<file path="src/logic/convFlowPkg.sv">
// Credit limit and credit counter type for result stream flow control
package convFlowPkg;

    // Credits granted by the consumer out of reset
    localparam int CreditMax = 4;

    typedef logic [$clog2(CreditMax + 1)-1:0] creditT;

endpackage

</file>
<file path="src/logic/convDataPkg.sv">
// Sample, product and result formats plus index width for the convolution engine
package convDataPkg;

    localparam int SampleWidth = 8;
    localparam int SampleCount = 8;
    localparam int ProductWidth = 2 * SampleWidth;

    // Growth bits for summing up to SampleCount products
    localparam int ResultWidth = ProductWidth + $clog2(SampleCount);

    localparam int IndexWidth = $clog2(2 * SampleCount - 1);

    typedef logic signed [SampleWidth-1:0] sampleT;
    typedef logic signed [ProductWidth-1:0] productT;
    typedef logic signed [ResultWidth-1:0] resultT;
    typedef logic [IndexWidth-1:0] indexT;

endpackage
</file>
<file path="src/logic/convTop.sv">
// Top level connecting sample bank, Booth multiplier and convolution sequencer
`timescale 1ns/100ps

module convTop import convDataPkg::*; import convFlowPkg::*; #(
    parameter int SampleWidth = convDataPkg::SampleWidth,
    parameter int SampleCount = convDataPkg::SampleCount,
    parameter int CreditMax = convFlowPkg::CreditMax
) (
    input  logic                             clk,
    input  logic                             rstN,
    input  logic                             loadEn,
    input  logic [SampleCount*SampleWidth-1:0] samplesA,
    input  logic [SampleCount*SampleWidth-1:0] samplesB,
    input  logic                             start,
    input  logic                             creditReturn,
    output logic                             busy,
    output logic                             done,
    output logic                             resultValid,
    output indexT                            resultIndex,
    output resultT                           resultData
);

    indexT selA;
    indexT selB;
    sampleT operandA;
    sampleT operandB;
    logic mulStart;
    logic productValid;
    productT product;

    sampleBank #(
        .SampleWidth(SampleWidth),
        .SampleCount(SampleCount)
    ) u_sampleBank (
        .clk(clk),
        .rstN(rstN),
        .loadEn(loadEn),
        .busy(busy),
        .samplesA(samplesA),
        .samplesB(samplesB),
        .selA(selA),
        .selB(selB),
        .operandA(operandA),
        .operandB(operandB)
    );

    boothMultiplier #(
        .SampleWidth(SampleWidth)
    ) u_boothMultiplier (
        .clk(clk),
        .rstN(rstN),
        .mulStart(mulStart),
        .multiplicand(operandA),
        .multiplier(operandB),
        .productValid(productValid),
        .product(product)
    );

    convSequencer #(
        .SampleCount(SampleCount),
        .CreditMax(CreditMax)
    ) u_convSequencer (
        .clk(clk),
        .rstN(rstN),
        .start(start),
        .creditReturn(creditReturn),
        .productValid(productValid),
        .product(product),
        .busy(busy),
        .done(done),
        .mulStart(mulStart),
        .selA(selA),
        .selB(selB),
        .resultValid(resultValid),
        .resultIndex(resultIndex),
        .resultData(resultData)
    );

endmodule

</file>
<file path="src/logic/convSequencer.sv">
// Output and term index walker with accumulation and credit-gated result issue
`timescale 1ns/100ps

module convSequencer import convDataPkg::*; import convFlowPkg::*; #(
    parameter int SampleCount = convDataPkg::SampleCount,
    parameter int CreditMax = convFlowPkg::CreditMax
) (
    input  logic    clk,
    input  logic    rstN,
    input  logic    start,
    input  logic    creditReturn,
    input  logic    productValid,
    input  productT product,
    output logic    busy,
    output logic    done,
    output logic    mulStart,
    output indexT   selA,
    output indexT   selB,
    output logic    resultValid,
    output indexT   resultIndex,
    output resultT  resultData
);

    localparam int LastIndex = 2 * SampleCount - 2;

    typedef enum logic [1:0] {
        Idle,
        MulIssue,
        MulWait,
        Emit
    } seqStateT;

    seqStateT state;
    indexT outIdx;    // k
    indexT termIdx;   // j
    indexT nextIdx;
    resultT accSum;
    resultT productExt;
    creditT credits;
    logic lastTerm;
    logic lastOutput;

    // Lowest j with k-j still inside the sequence
    function automatic indexT termLow(indexT k);
        if (int'(k) >= SampleCount) begin
            return indexT'(int'(k) - SampleCount + 1);
        end
        return '0;
    endfunction

    function automatic indexT termHigh(indexT k);
        if (int'(k) < SampleCount) begin
            return k;
        end
        return indexT'(SampleCount - 1);
    endfunction

    assign nextIdx = outIdx + 1'b1;
    assign lastTerm = (termIdx == termHigh(outIdx));
    assign lastOutput = (int'(outIdx) == LastIndex);
    assign productExt = {{(ResultWidth - ProductWidth){product[ProductWidth-1]}}, product};

    assign busy = (state != Idle);
    assign mulStart = (state == MulIssue); // Multiplier is idle here
    assign selA = termIdx;                 // a[j]
    assign selB = outIdx - termIdx;        // b[k-j]

    // Finished sum held until a credit is available
    assign resultValid = (state == Emit) && (credits != '0);
    assign resultIndex = outIdx;
    assign resultData = accSum;
    assign done = resultValid && lastOutput;

    always_ff @(posedge clk) begin
        if (!rstN) begin
            state <= Idle;
            outIdx <= '0;
            termIdx <= '0;
        end else begin
            case (state)
                Idle: begin
                    if (start) begin
                        state <= MulIssue;
                        outIdx <= '0;
                        termIdx <= '0;
                        accSum <= '0;
                    end
                end
                MulIssue: state <= MulWait;
                MulWait: begin
                    if (productValid) begin
                        accSum <= accSum + productExt;
                        if (lastTerm) begin
                            state <= Emit;
                        end else begin
                            termIdx <= termIdx + 1'b1;
                            state <= MulIssue;
                        end
                    end
                end
                Emit: begin
                    if (resultValid) begin
                        accSum <= '0;
                        if (lastOutput) begin
                            state <= Idle;
                        end else begin
                            outIdx <= nextIdx;
                            termIdx <= termLow(nextIdx);
                            state <= MulIssue;
                        end
                    end
                end
                default: state <= Idle;
            endcase
        end
    end

    // Return and spend may land on the same edge
    always_ff @(posedge clk) begin
        if (!rstN) begin
            credits <= creditT'(CreditMax);
        end else begin
            credits <= credits + creditT'(creditReturn) - creditT'(resultValid);
        end
    end

endmodule

</file>
<file path="src/logic/boothMultiplier.sv">
// Sequential radix-2 Booth multiplier, datapath and control together
`timescale 1ns/100ps

module boothMultiplier import convDataPkg::*; #(
    parameter int SampleWidth = convDataPkg::SampleWidth
) (
    input  logic    clk,
    input  logic    rstN,
    input  logic    mulStart,
    input  sampleT  multiplicand,
    input  sampleT  multiplier,
    output logic    productValid,
    output productT product
);

    localparam int CountWidth = $clog2(SampleWidth + 1);

    typedef enum logic {
        Idle,
        Iterate
    } mulStateT;

    mulStateT state;
    logic [CountWidth-1:0] count;   // Iterations left
    logic signed [SampleWidth:0] accReg;   // Extra top bit so subtracting -2^(n-1) cannot overflow
    logic signed [SampleWidth:0] mcandReg;
    logic [SampleWidth-1:0] mplierReg;
    logic qMinus1;
    logic signed [SampleWidth:0] accNext;
    logic load;

    assign load = (state == Idle) && mulStart;

    // Booth recoding of the two low bits
    always_comb begin
        unique case ({mplierReg[0], qMinus1})
            2'b01:   accNext = accReg + mcandReg;
            2'b10:   accNext = accReg - mcandReg;
            default: accNext = accReg;
        endcase
    end

    always_ff @(posedge clk) begin
        if (!rstN) begin
            state <= Idle;
            count <= '0;
            productValid <= 1'b0;
        end else begin
            productValid <= 1'b0;
            case (state)
                Idle: begin
                    if (mulStart) begin
                        state <= Iterate;
                        count <= CountWidth'(SampleWidth);
                    end
                end
                Iterate: begin
                    count <= count - 1'b1;
                    if (count == CountWidth'(1)) begin // Last add and shift
                        state <= Idle;
                        productValid <= 1'b1;
                    end
                end
                default: state <= Idle;
            endcase
        end
    end

    always_ff @(posedge clk) begin
        if (load) begin
            accReg <= '0;
            mcandReg <= {multiplicand[SampleWidth-1], multiplicand};
            mplierReg <= multiplier;
            qMinus1 <= 1'b0;
        end else if (state == Iterate) begin
            // Arithmetic shift right across accumulator and multiplier
            accReg <= {accNext[SampleWidth], accNext[SampleWidth:1]};
            mplierReg <= {accNext[0], mplierReg[SampleWidth-1:1]};
            qMinus1 <= mplierReg[0];
        end
    end

    assign product = {accReg[SampleWidth-1:0], mplierReg}; // Fits in 2n bits for every pair

endmodule

</file>
<file path="src/logic/sampleBank.sv">
// Register bank for both sample sequences with indexed operand select
`timescale 1ns/100ps

module sampleBank import convDataPkg::*; #(
    parameter int SampleWidth = convDataPkg::SampleWidth,
    parameter int SampleCount = convDataPkg::SampleCount
) (
    input  logic                             clk,
    input  logic                             rstN,
    input  logic                             loadEn,
    input  logic                             busy,
    input  logic [SampleCount*SampleWidth-1:0] samplesA,
    input  logic [SampleCount*SampleWidth-1:0] samplesB,
    input  indexT                            selA,
    input  indexT                            selB,
    output sampleT                           operandA,
    output sampleT                           operandB
);

    localparam int SelWidth = $clog2(SampleCount);

    sampleT bankA [SampleCount];
    sampleT bankB [SampleCount];

    always_ff @(posedge clk) begin
        if (!rstN) begin
            for (int i = 0; i < SampleCount; i++) begin
                bankA[i] <= '0;
                bankB[i] <= '0;
            end
        end else if (loadEn && !busy) begin // Loads during a run are dropped
            for (int i = 0; i < SampleCount; i++) begin
                bankA[i] <= samplesA[i*SampleWidth +: SampleWidth];
                bankB[i] <= samplesB[i*SampleWidth +: SampleWidth];
            end
        end
    end

    // Sequencer keeps both selects inside the bank
    assign operandA = bankA[selA[SelWidth-1:0]];
    assign operandB = bankB[selB[SelWidth-1:0]];

endmodule

</file>
<file path="config.mk">
export PLATFORM = sky130hd
export DESIGN_NAME = convTop
export DESIGN_NICKNAME = d
export VERILOG_FILES = /design/src/logic/convFlowPkg.sv /design/src/logic/convDataPkg.sv /design/src/logic/convTop.sv /design/src/logic/convSequencer.sv /design/src/logic/boothMultiplier.sv /design/src/logic/sampleBank.sv
export SDC_FILE = /design/constraint.sdc
export NUM_CORES = 1
export LEC_CHECK = 0
export ABC_AREA = 0
export BUFFER_PORTS_ARGS = -buffer_cell sky130_fd_sc_hd__buf_2
export CAP_MARGIN = 20
export CORE_ASPECT_RATIO = 0.6
export CORE_UTILIZATION = 45
export DETAILED_ROUTE_END_ITERATION = 6
export PLACE_DENSITY = 0.64
export SYNTH_ARGS = -nofsm -noshare
export SYNTH_HDL_FRONTEND = slang
export SYNTH_SLANG_ARGS = --single-unit
</file>
<file path="constraint.sdc">
create_clock -name clk -period 5.15 [get_ports clk]
set_input_delay 0.2575 -clock clk [delete_from_list [all_inputs] [get_ports clk]]
set_output_delay 0.2575 -clock clk [all_outputs]
set_load 0.02 [all_outputs]
</file>
==> impl_metrics.env, run 1 <==
export IMPL_run_status="finished, final reports clean"
export IMPL_power_frac_comb_pct=24.8
export IMPL_drive_above_1_share_pct=23.4
export IMPL_start_kind="flop"
export IMPL_timing_rr_end="u_boothMultiplier.mplierReg[2]"
export IMPL_synth_ff_latch_count=191
export IMPL_cellLeakagePower_nw=4.64
export IMPL_drt_iter0_markers=458
export IMPL_critical_path_max_fanout=21
export IMPL_hpwlAfterDp_mm=16.9
export IMPL_synthToLayoutAreaGrowth_pct=15.3
export IMPL_antenna_found_initial=1
export IMPL_number_of_enable_flip_flop_cells_after_synthesis=163
export IMPL_cts_hold_buffers_added=0
export IMPL_die_h_um=118
export IMPL_route_antenna_remaining_nets=0
export IMPL_synth_area_leaders="edfxtp_1, and2_1, dfxtp_1"
export IMPL_worst_hold_startpoint="samplesB[1]"
export IMPL_number_of_global_route_vias_before_repair=6489
export IMPL_switching_power_as_a_share_of_total_power_pct=30.4
export IMPL_postLayoutSetupSlackWorst_ns=1.86
export IMPL_detail_route_drc_violations=0
export IMPL_p_seq_share_pct=46.0
export IMPL_die_area_um2=23100
export IMPL_ff2ff_setup_slack_ns=1.86
export IMPL_mappedNetlistNets=1022
export IMPL_power_consumption_w=0.00437
export IMPL_nFillCells=1906
export IMPL_pin_count=159
export IMPL_tritoncts_num_buffers=17
export IMPL_insertion_delay_to_the_later_sink_of_the_worst_skew_pair_ns=0.44
export IMPL_tritoncts_num_sinks=191
export IMPL_initial_core_util_pct=45.9
export IMPL_required_time_of_the_worst_setup_path_ns=5.29
export IMPL_cts_root_buffer_cell="clkbuf_16"
export IMPL_dieWidth_um=195
export IMPL_place_area_um2=11100
export IMPL_grt_first_pass_wirelength_mm=35.9
export IMPL_detail_route_wl_per_cell_um=17.9
export IMPL_routed_via_count=6846
export IMPL_global_route_usage_total_pct=20.6
export IMPL_final_hold_violation_count=0
export IMPL_drt_pass1_iterations=6
export IMPL_max_slew_worst_pin_slew_ns=1.10
export IMPL_yosysWarnings=0
export IMPL_synth_top_area_share_pct=48.4
export IMPL_tritoncts="yes"
export IMPL_placeableCoreArea_um2=22000
export IMPL_placement_io_buffers=158
export IMPL_post_cts_resized=0
export IMPL_clock_path_buffers=2
export IMPL_clkSlewWorstSetupHoldPaths_ns=0.08
export IMPL_crit_arrival_ns=3.43
export IMPL_pre_cts_ws_ns=1.92
export IMPL_worstHoldPathCells=2
export IMPL_h_tree_lvl_count=4
export IMPL_reg2reg_from="u_convSequencer.resultIndex[0]"
export IMPL_async_flop_share_pct=0
export IMPL_slew_headroom_pct=26.4
export IMPL_postSynthAreaPerCell_um2=11.9
export IMPL_final_clock_period_utilization_by_the_worst_path_pct=63.8
export IMPL_yosysSeqAreaShare_pct=54.0
export IMPL_fmaxAchievable_mhz=304
export IMPL_vdd_ir_drop_worst_uv=241
export IMPL_internal_power_w=0.00304
export IMPL_largest_net_degree_at_the_start_of_global_routing=66
export IMPL_share_clk_of_total_power_pct=29.2
export IMPL_design_final_nets=1158
export IMPL_worst_hold_path_endpoint="u_sampleBank.bankB[0][1]"
export IMPL_finalSetupViolations=0
export IMPL_route_detailed_vias_per_inst=5.34
export IMPL_end_kind="flop"
export IMPL_place_congestion=0.838
export IMPL_power_density_cell_area_nw_per_um2=375
export IMPL_hold_path_class="in -> reg"
export IMPL_min_period_ns=3.29
export IMPL_finClkSkew_ns=0.0179
export IMPL_rows=42
export IMPL_slew_viol_final=0
export IMPL_finalSetupTns_ns=0
export IMPL_diodes=0
export IMPL_grt_setup_unrepaired="no"
export IMPL_cts_setup_buffers=0
export IMPL_worstSetupPathType="reg -> reg"
export IMPL_detail_route_wirelength_mm=23.0
export IMPL_p_switching_w=0.00133
export IMPL_grt_overflow_total=0
export IMPL_netlist_instances=848
export IMPL_synth_largest_area_cell="edfxtp_1"
export IMPL_maxCapViolations=0
export IMPL_syn_cell_area_um2=10100
export IMPL_ys_types=55
export IMPL_ff2ff_path_depth=10
export IMPL_finalInstanceArea_um2=11700
export IMPL_ys_dominant_reg_cell="edfxtp_1"
-- logic make-up (layout without fill, tap and decap cells) --
kind of cell,after synthesis,after routing,synth area share [%]
and+or+nand+nor,304,304,16.1
DFF,191,191,54.0
adders and majority gates,41,41,5.37
muxes,64,64,8.95
buffers and inverters,73,222,3.11
AOI/OAI and AO/OA,134,134,8.49
xor gates and xnor gates,41,41,4.00
-- power by group through the flow --
stage / clock (W) / combinational (W) / sequential, W
floorplan: 0 / 0.000829 / 0.00201
global placement: 0 / 0.00106 / 0.00204
detailed placement: 0 / 0.00108 / 0.00204
CTS: 0.00130 / 0.00109 / 0.00201
global route: 0.00135 / 0.00122 / 0.00203
finish: 0.00128 / 0.00108 / 0.00201
-- per-stage QoR --
stage	hold WS [ns]	cells	utilization (%)
finish	0.0846	1283	53.0
global route	0.0775	1283	53.0
CTS	0.0677	1283	53.0
detailed placement	0.469	1251	50.4
global placement	0.458	1251	50.4
floorplan	0.397	848	-
-- how the worst max path moves through the flow --
stage                                   startpoint                              to  slack (ns)  cells after the start
finish              u_convSequencer.resultIndex[0]  u_boothMultiplier.mplierReg[2]        1.86                     10
global route        u_convSequencer.resultIndex[0]  u_boothMultiplier.mplierReg[2]        1.65                     10
CTS                 u_convSequencer.resultIndex[0]  u_boothMultiplier.mplierReg[0]        1.88                     10
detailed placement  u_convSequencer.resultIndex[0]  u_boothMultiplier.mplierReg[0]        1.92                     10
global placement    u_convSequencer.resultIndex[0]  u_boothMultiplier.mplierReg[7]        1.98                      9
floorplan                 u_convSequencer.state[1]        u_sampleBank.bankA[0][0]        1.29                      4
-- cells in the final DEF (no fill, tap or decap), types with 3 or more instances in the layout --
| master | netlist | routed |
|---|---|---|
| xor2_1 | 13 | 13 |
| a211oi_1 | 12 | 12 |
| nor3b_1 | 10 | 10 |
| a32oi_1 | 3 | 3 |
| inv_6 | 0 | 4 |
| o211ai_1 | 5 | 5 |
| a31oi_1 | 4 | 4 |
| clkbuf_1 | 33 | 3 |
| nand2b_1 | 7 | 7 |
| a22o_1 | 5 | 5 |
| nand4_1 | 4 | 4 |
| xnor2_1 | 25 | 25 |
| nor2b_1 | 7 | 7 |
| a22oi_1 | 4 | 4 |
| inv_4 | 0 | 3 |
| edfxtp_1 | 163 | 163 |
| nor2_1 | 67 | 66 |
| ha_1 | 37 | 37 |
| a21oi_1 | 43 | 43 |
| fa_1 | 4 | 4 |
| o21ai_0 | 24 | 24 |
| nand2_1 | 36 | 35 |
| mux2_2 | 10 | 10 |
| a221oi_1 | 6 | 6 |
| nor3_1 | 14 | 14 |
| clkbuf_16 | 0 | 18 |
| buf_2 | 8 | 158 |
| o21ai_1 | 5 | 5 |
| o31ai_1 | 5 | 5 |
| and3_1 | 6 | 6 |
| and2_1 | 132 | 132 |
| a21o_1 | 10 | 10 |
| nand3_1 | 10 | 10 |
| inv_1 | 26 | 26 |
| nor4_1 | 3 | 3 |
| dfxtp_1 | 28 | 28 |
| mux4_2 | 20 | 20 |
| mux2i_1 | 33 | 33 |
| buf_4 | 2 | 6 |
-- routing by layer --
layer  up-vias  wire length, µm  share of wire (%)  track usage, %
met5         -                0                  0               0
met4         0              186               0.81            5.27
met3        13             1340                5.8            4.44
met2       197             8810                 38            26.0
met1      3294            12700                 55            34.2
li1       3342                -                  -               -
-- state kept, by name, summed over array words and instances (netlist names) --
register                        cells
u_sampleBank.bankA                 64
u_sampleBank.bankB                 64
u_convSequencer.resultData         19
u_boothMultiplier.accReg            8
u_boothMultiplier.mcandReg          8
u_boothMultiplier.mplierReg         8
u_boothMultiplier.count             4
u_convSequencer.resultIndex         4
u_convSequencer.selA                4
u_convSequencer.credits             3
u_convSequencer.state               2
u_boothMultiplier.productValid      1
u_boothMultiplier.qMinus1           1
u_boothMultiplier.state             1
-- cell type report --
| cell class | instances | area, µm² | share of cell area, % |
|---|---|---|---|
| sequential | 191 | 5460 | 46.8 |
| clock inverter | 11 | 97.6 | 0.837 |
| inverter | 26 | 97.6 | 0.837 |
| timing repair buffer | 164 | 836 | 7.17 |
| multi-input combinational | 584 | 4350 | 37.3 |
| tap | 286 | 358 | 3.07 |
| clock buffer | 21 | 462 | 3.96 |
-- synthesized netlist by cell type, drive strengths merged (14+ instances only) --
cell / n
buf: 14
clkbuf: 33
mux2i: 33
a21oi: 43
nand2: 36
o21ai: 29
inv: 26
xnor2: 27
ha: 37
mux4: 20
dfxtp: 28
edfxtp: 163
nor3: 14
and2: 133
nor2: 69
xor2: 14
-- worst max-delay path, cell delays in order, from the launching register on --
cell,delay (ns)
dfxtp_1,0.41
inv_1,0.13
ha_1,0.15
inv_1,0.05
fa_1,0.48
xnor2_2,0.88
mux2i_1,0.29
mux4_2,0.25
nor2_1,0.05
a211oi_1,0.24
a21oi_1,0.07
(Power assumes the default switching activity.)
==> inputs of run 2 (changes only) <==
PLACE_DENSITY = 0.66   (was 0.64)
clock period = 2.8 ns   (was 5.15 ns; I/O delays follow)
==> run 2 against run 1 <==
- non-clock buffer count up 146
- die area unchanged
- global-route usage up 0.81 points
==> impl_metrics.env, run 2 (synthesis gave the netlist of run 1 again) <==
export IMPL_run_status="finished, final reports clean"
export IMPL_synthToLayoutAreaGrowth_pct=30.3
export IMPL_dieWidth_um=195
export IMPL_finClkSkew_ns=0.0118
export IMPL_maxCapViolations=0
export IMPL_grt_first_pass_wirelength_mm=37.7
export IMPL_route_antenna_remaining_nets=0
export IMPL_final_cell_count_no_fill=1429
export IMPL_postLayoutSetupSlackWorst_ns=0.0998
export IMPL_drt_iter0_markers=527
export IMPL_global_route_usage_total_pct=21.4
export IMPL_pin_count=159
export IMPL_tritoncts="yes"
export IMPL_place_congestion=0.817
export IMPL_hold_path_class="in -> reg"
export IMPL_clkSlewWorstSetupHoldPaths_ns=0.07
export IMPL_detail_route_drc_violations=0
export IMPL_route_detailed_vias_per_inst=5.15
export IMPL_start_kind="flop"
export IMPL_p_switching_w=0.00251
export IMPL_grt_overflow_total=0
export IMPL_final_clock_period_utilization_by_the_worst_path_pct=96.4
export IMPL_power_frac_comb_pct=27.1
export IMPL_initial_core_util_pct=45.9
export IMPL_worst_path_dominant_cell_family="compound AO/OA/AOI/OAI gates"
export IMPL_largest_net_degree_at_the_start_of_global_routing=65
export IMPL_vdd_ir_drop_worst_uv=561
export IMPL_required_time_of_the_worst_setup_path_ns=3.13
export IMPL_worst_path_max_delay_cell="edfxtp_1"
export IMPL_min_period_ns=2.70
export IMPL_end_kind="flop"
export IMPL_worstSetupPathType="reg -> reg"
export IMPL_number_of_global_route_vias_before_repair=6999
export IMPL_cellLeakagePower_nw=5.28
export IMPL_final_hold_violation_count=0
export IMPL_fmaxAchievable_mhz=370
export IMPL_design_final_nets=1304
export IMPL_insertion_delay_to_the_later_sink_of_the_worst_skew_pair_ns=0.44
export IMPL_cpMostUsedCell="ha_1"
export IMPL_tritoncts_num_sinks=191
export IMPL_critical_path_max_fanout=7
export IMPL_hpwlAfterDp_mm=16.2
export IMPL_power_density_cell_area_nw_per_um2=630
export IMPL_cell_total_after_placement=1272
export IMPL_internal_power_w=0.00579
export IMPL_crit_arrival_ns=3.03
export IMPL_h_tree_lvl_count=4
export IMPL_max_slew_worst_pin_slew_ns=0.884
export IMPL_share_clk_of_total_power_pct=28.6
export IMPL_cp_buffers_inverters=1
export IMPL_antenna_found_initial=0
export IMPL_die_area_um2=23100
export IMPL_placeableCoreArea_um2=22000
export IMPL_placement_io_buffers=158
export IMPL_slew_headroom_pct=40.9
export IMPL_pre_cts_ws_ns=-0.115
export IMPL_critical_path_max_stage_delay_ns=0.44
export IMPL_detail_route_wirelength_mm=23.9
export IMPL_path_cells="ha_1, buf_4, a21oi_1, xnor2_1, ha_1, o21a_1, nor2_1, nor2b_1, a211oi_2, nor3b_2, xor2_1, a22o_1"
export IMPL_tritoncts_num_buffers=17
export IMPL_finalSetupViolations=0
export IMPL_rows=42
export IMPL_p_seq_share_pct=44.2
export IMPL_clock_path_buffers=2
export IMPL_diodes=0
export IMPL_routed_via_count=7364
export IMPL_layout_cells_most_common="edfxtp_1"
export IMPL_slew_viol_final=0
export IMPL_grt_setup_unrepaired="yes"
export IMPL_switching_power_as_a_share_of_total_power_pct=30.2
export IMPL_final_cell_mix="edfxtp_1, buf_2, and2_1, dlygate4sd3_1, nor2_1"
export IMPL_drive_above_1_share_pct=24.1
export IMPL_detail_route_wl_per_cell_um=16.8
export IMPL_cts_root_buffer_cell="clkbuf_16"
export IMPL_drt_pass1_iterations=5
export IMPL_die_h_um=118
run 2: cell count changes in the layout (fill, tap and decap cells not counted), sizes merged:
cell,change
clkinvlp,+4
clkinv,+1
clkbuf,-2
bufinv,+1
inv,-4
dlygate4sd3,+118
buf,+28
run 2: area by class of cell:
class,count,area [µm²]
Sequential cell,191,5460
Clock inverter,13,130
Multi-Input combinational cell,584,4420
Inverter,26,97.6
Tap cell,286,358
Fill cell,1719,8850
Clock buffer,19,433
Timing Repair Buffer,310,2280
run 2: worst paths after layout:
| kind | from | to | slack, ns | depth (start not counted) |
|---|---|---|---|---|
| min | samplesB[7] | u_sampleBank.bankB[0][7] | 0.01 | 2 |
| max | u_boothMultiplier.mplierReg[0] | u_boothMultiplier.accReg[7] | 0.1 | 12 |
| min reg2reg | u_convSequencer.selA[3] | u_convSequencer.selA[3] | 0.47 | 2 |
| max reg2reg | u_boothMultiplier.mplierReg[0] | u_boothMultiplier.accReg[7] | 0.1 | 12 |
run 2: power by group through the flow:
stage / sequential, W / combinational [W] / clock [W]
floorplan: 0.00368 / 0.00153 / 0
global placement: 0.00373 / 0.00199 / 0
detailed placement: 0.00373 / 0.00203 / 0
CTS: 0.00367 / 0.00218 / 0.00240
global route: 0.00370 / 0.00250 / 0.00253
finish: 0.00367 / 0.00225 / 0.00237
run 2: per-layer routing:
layer / wire, µm / GRT usage [%]
met4: 312 / 5.86
met5: 0 / 0
met1: 12200 / 32.6
met3: 1230 / 4.41
met2: 10200 / 30.6
run 2: worst reg2reg max path, cell delays in order, from the launching register on:
cell	delay (ns)
edfxtp_1	0.44
ha_1	0.28
buf_4	0.17
a21oi_1	0.14
xnor2_1	0.16
ha_1	0.30
o21a_1	0.18
nor2_1	0.14
nor2b_1	0.10
a211oi_2	0.26
nor3b_2	0.08
xor2_1	0.15
a22o_1	0.19
run 2: metrics by stage:
step | setup TNS [ns] | hold WS [ns] | total power (W) | cell area (µm²) | util (%)
6_report | 0 | 0.0123 | 0.00829 | 13200 | 59.8
2_1_floorplan | 0 | 0.279 | 0.00521 | 10100 | -
3_3_place_gp | 0 | 0.418 | 0.00572 | 11300 | 51.3
3_5_place_dp | -0.284 | 0.420 | 0.00576 | 11300 | 51.3
5_1_grt | -0.0704 | 0.00819 | 0.00874 | 13200 | 59.8
4_1_cts | 0 | 0.000393 | 0.00826 | 13100 | 59.5
run 2: repair_timing:
action,in CTS,in global routing
resized for setup,2,13
endpoints found under the hold margin,119,0
setup endpoints to repair,6,8
buffers inserted,6,1
hold buffers,118,0
pin swaps,1,2
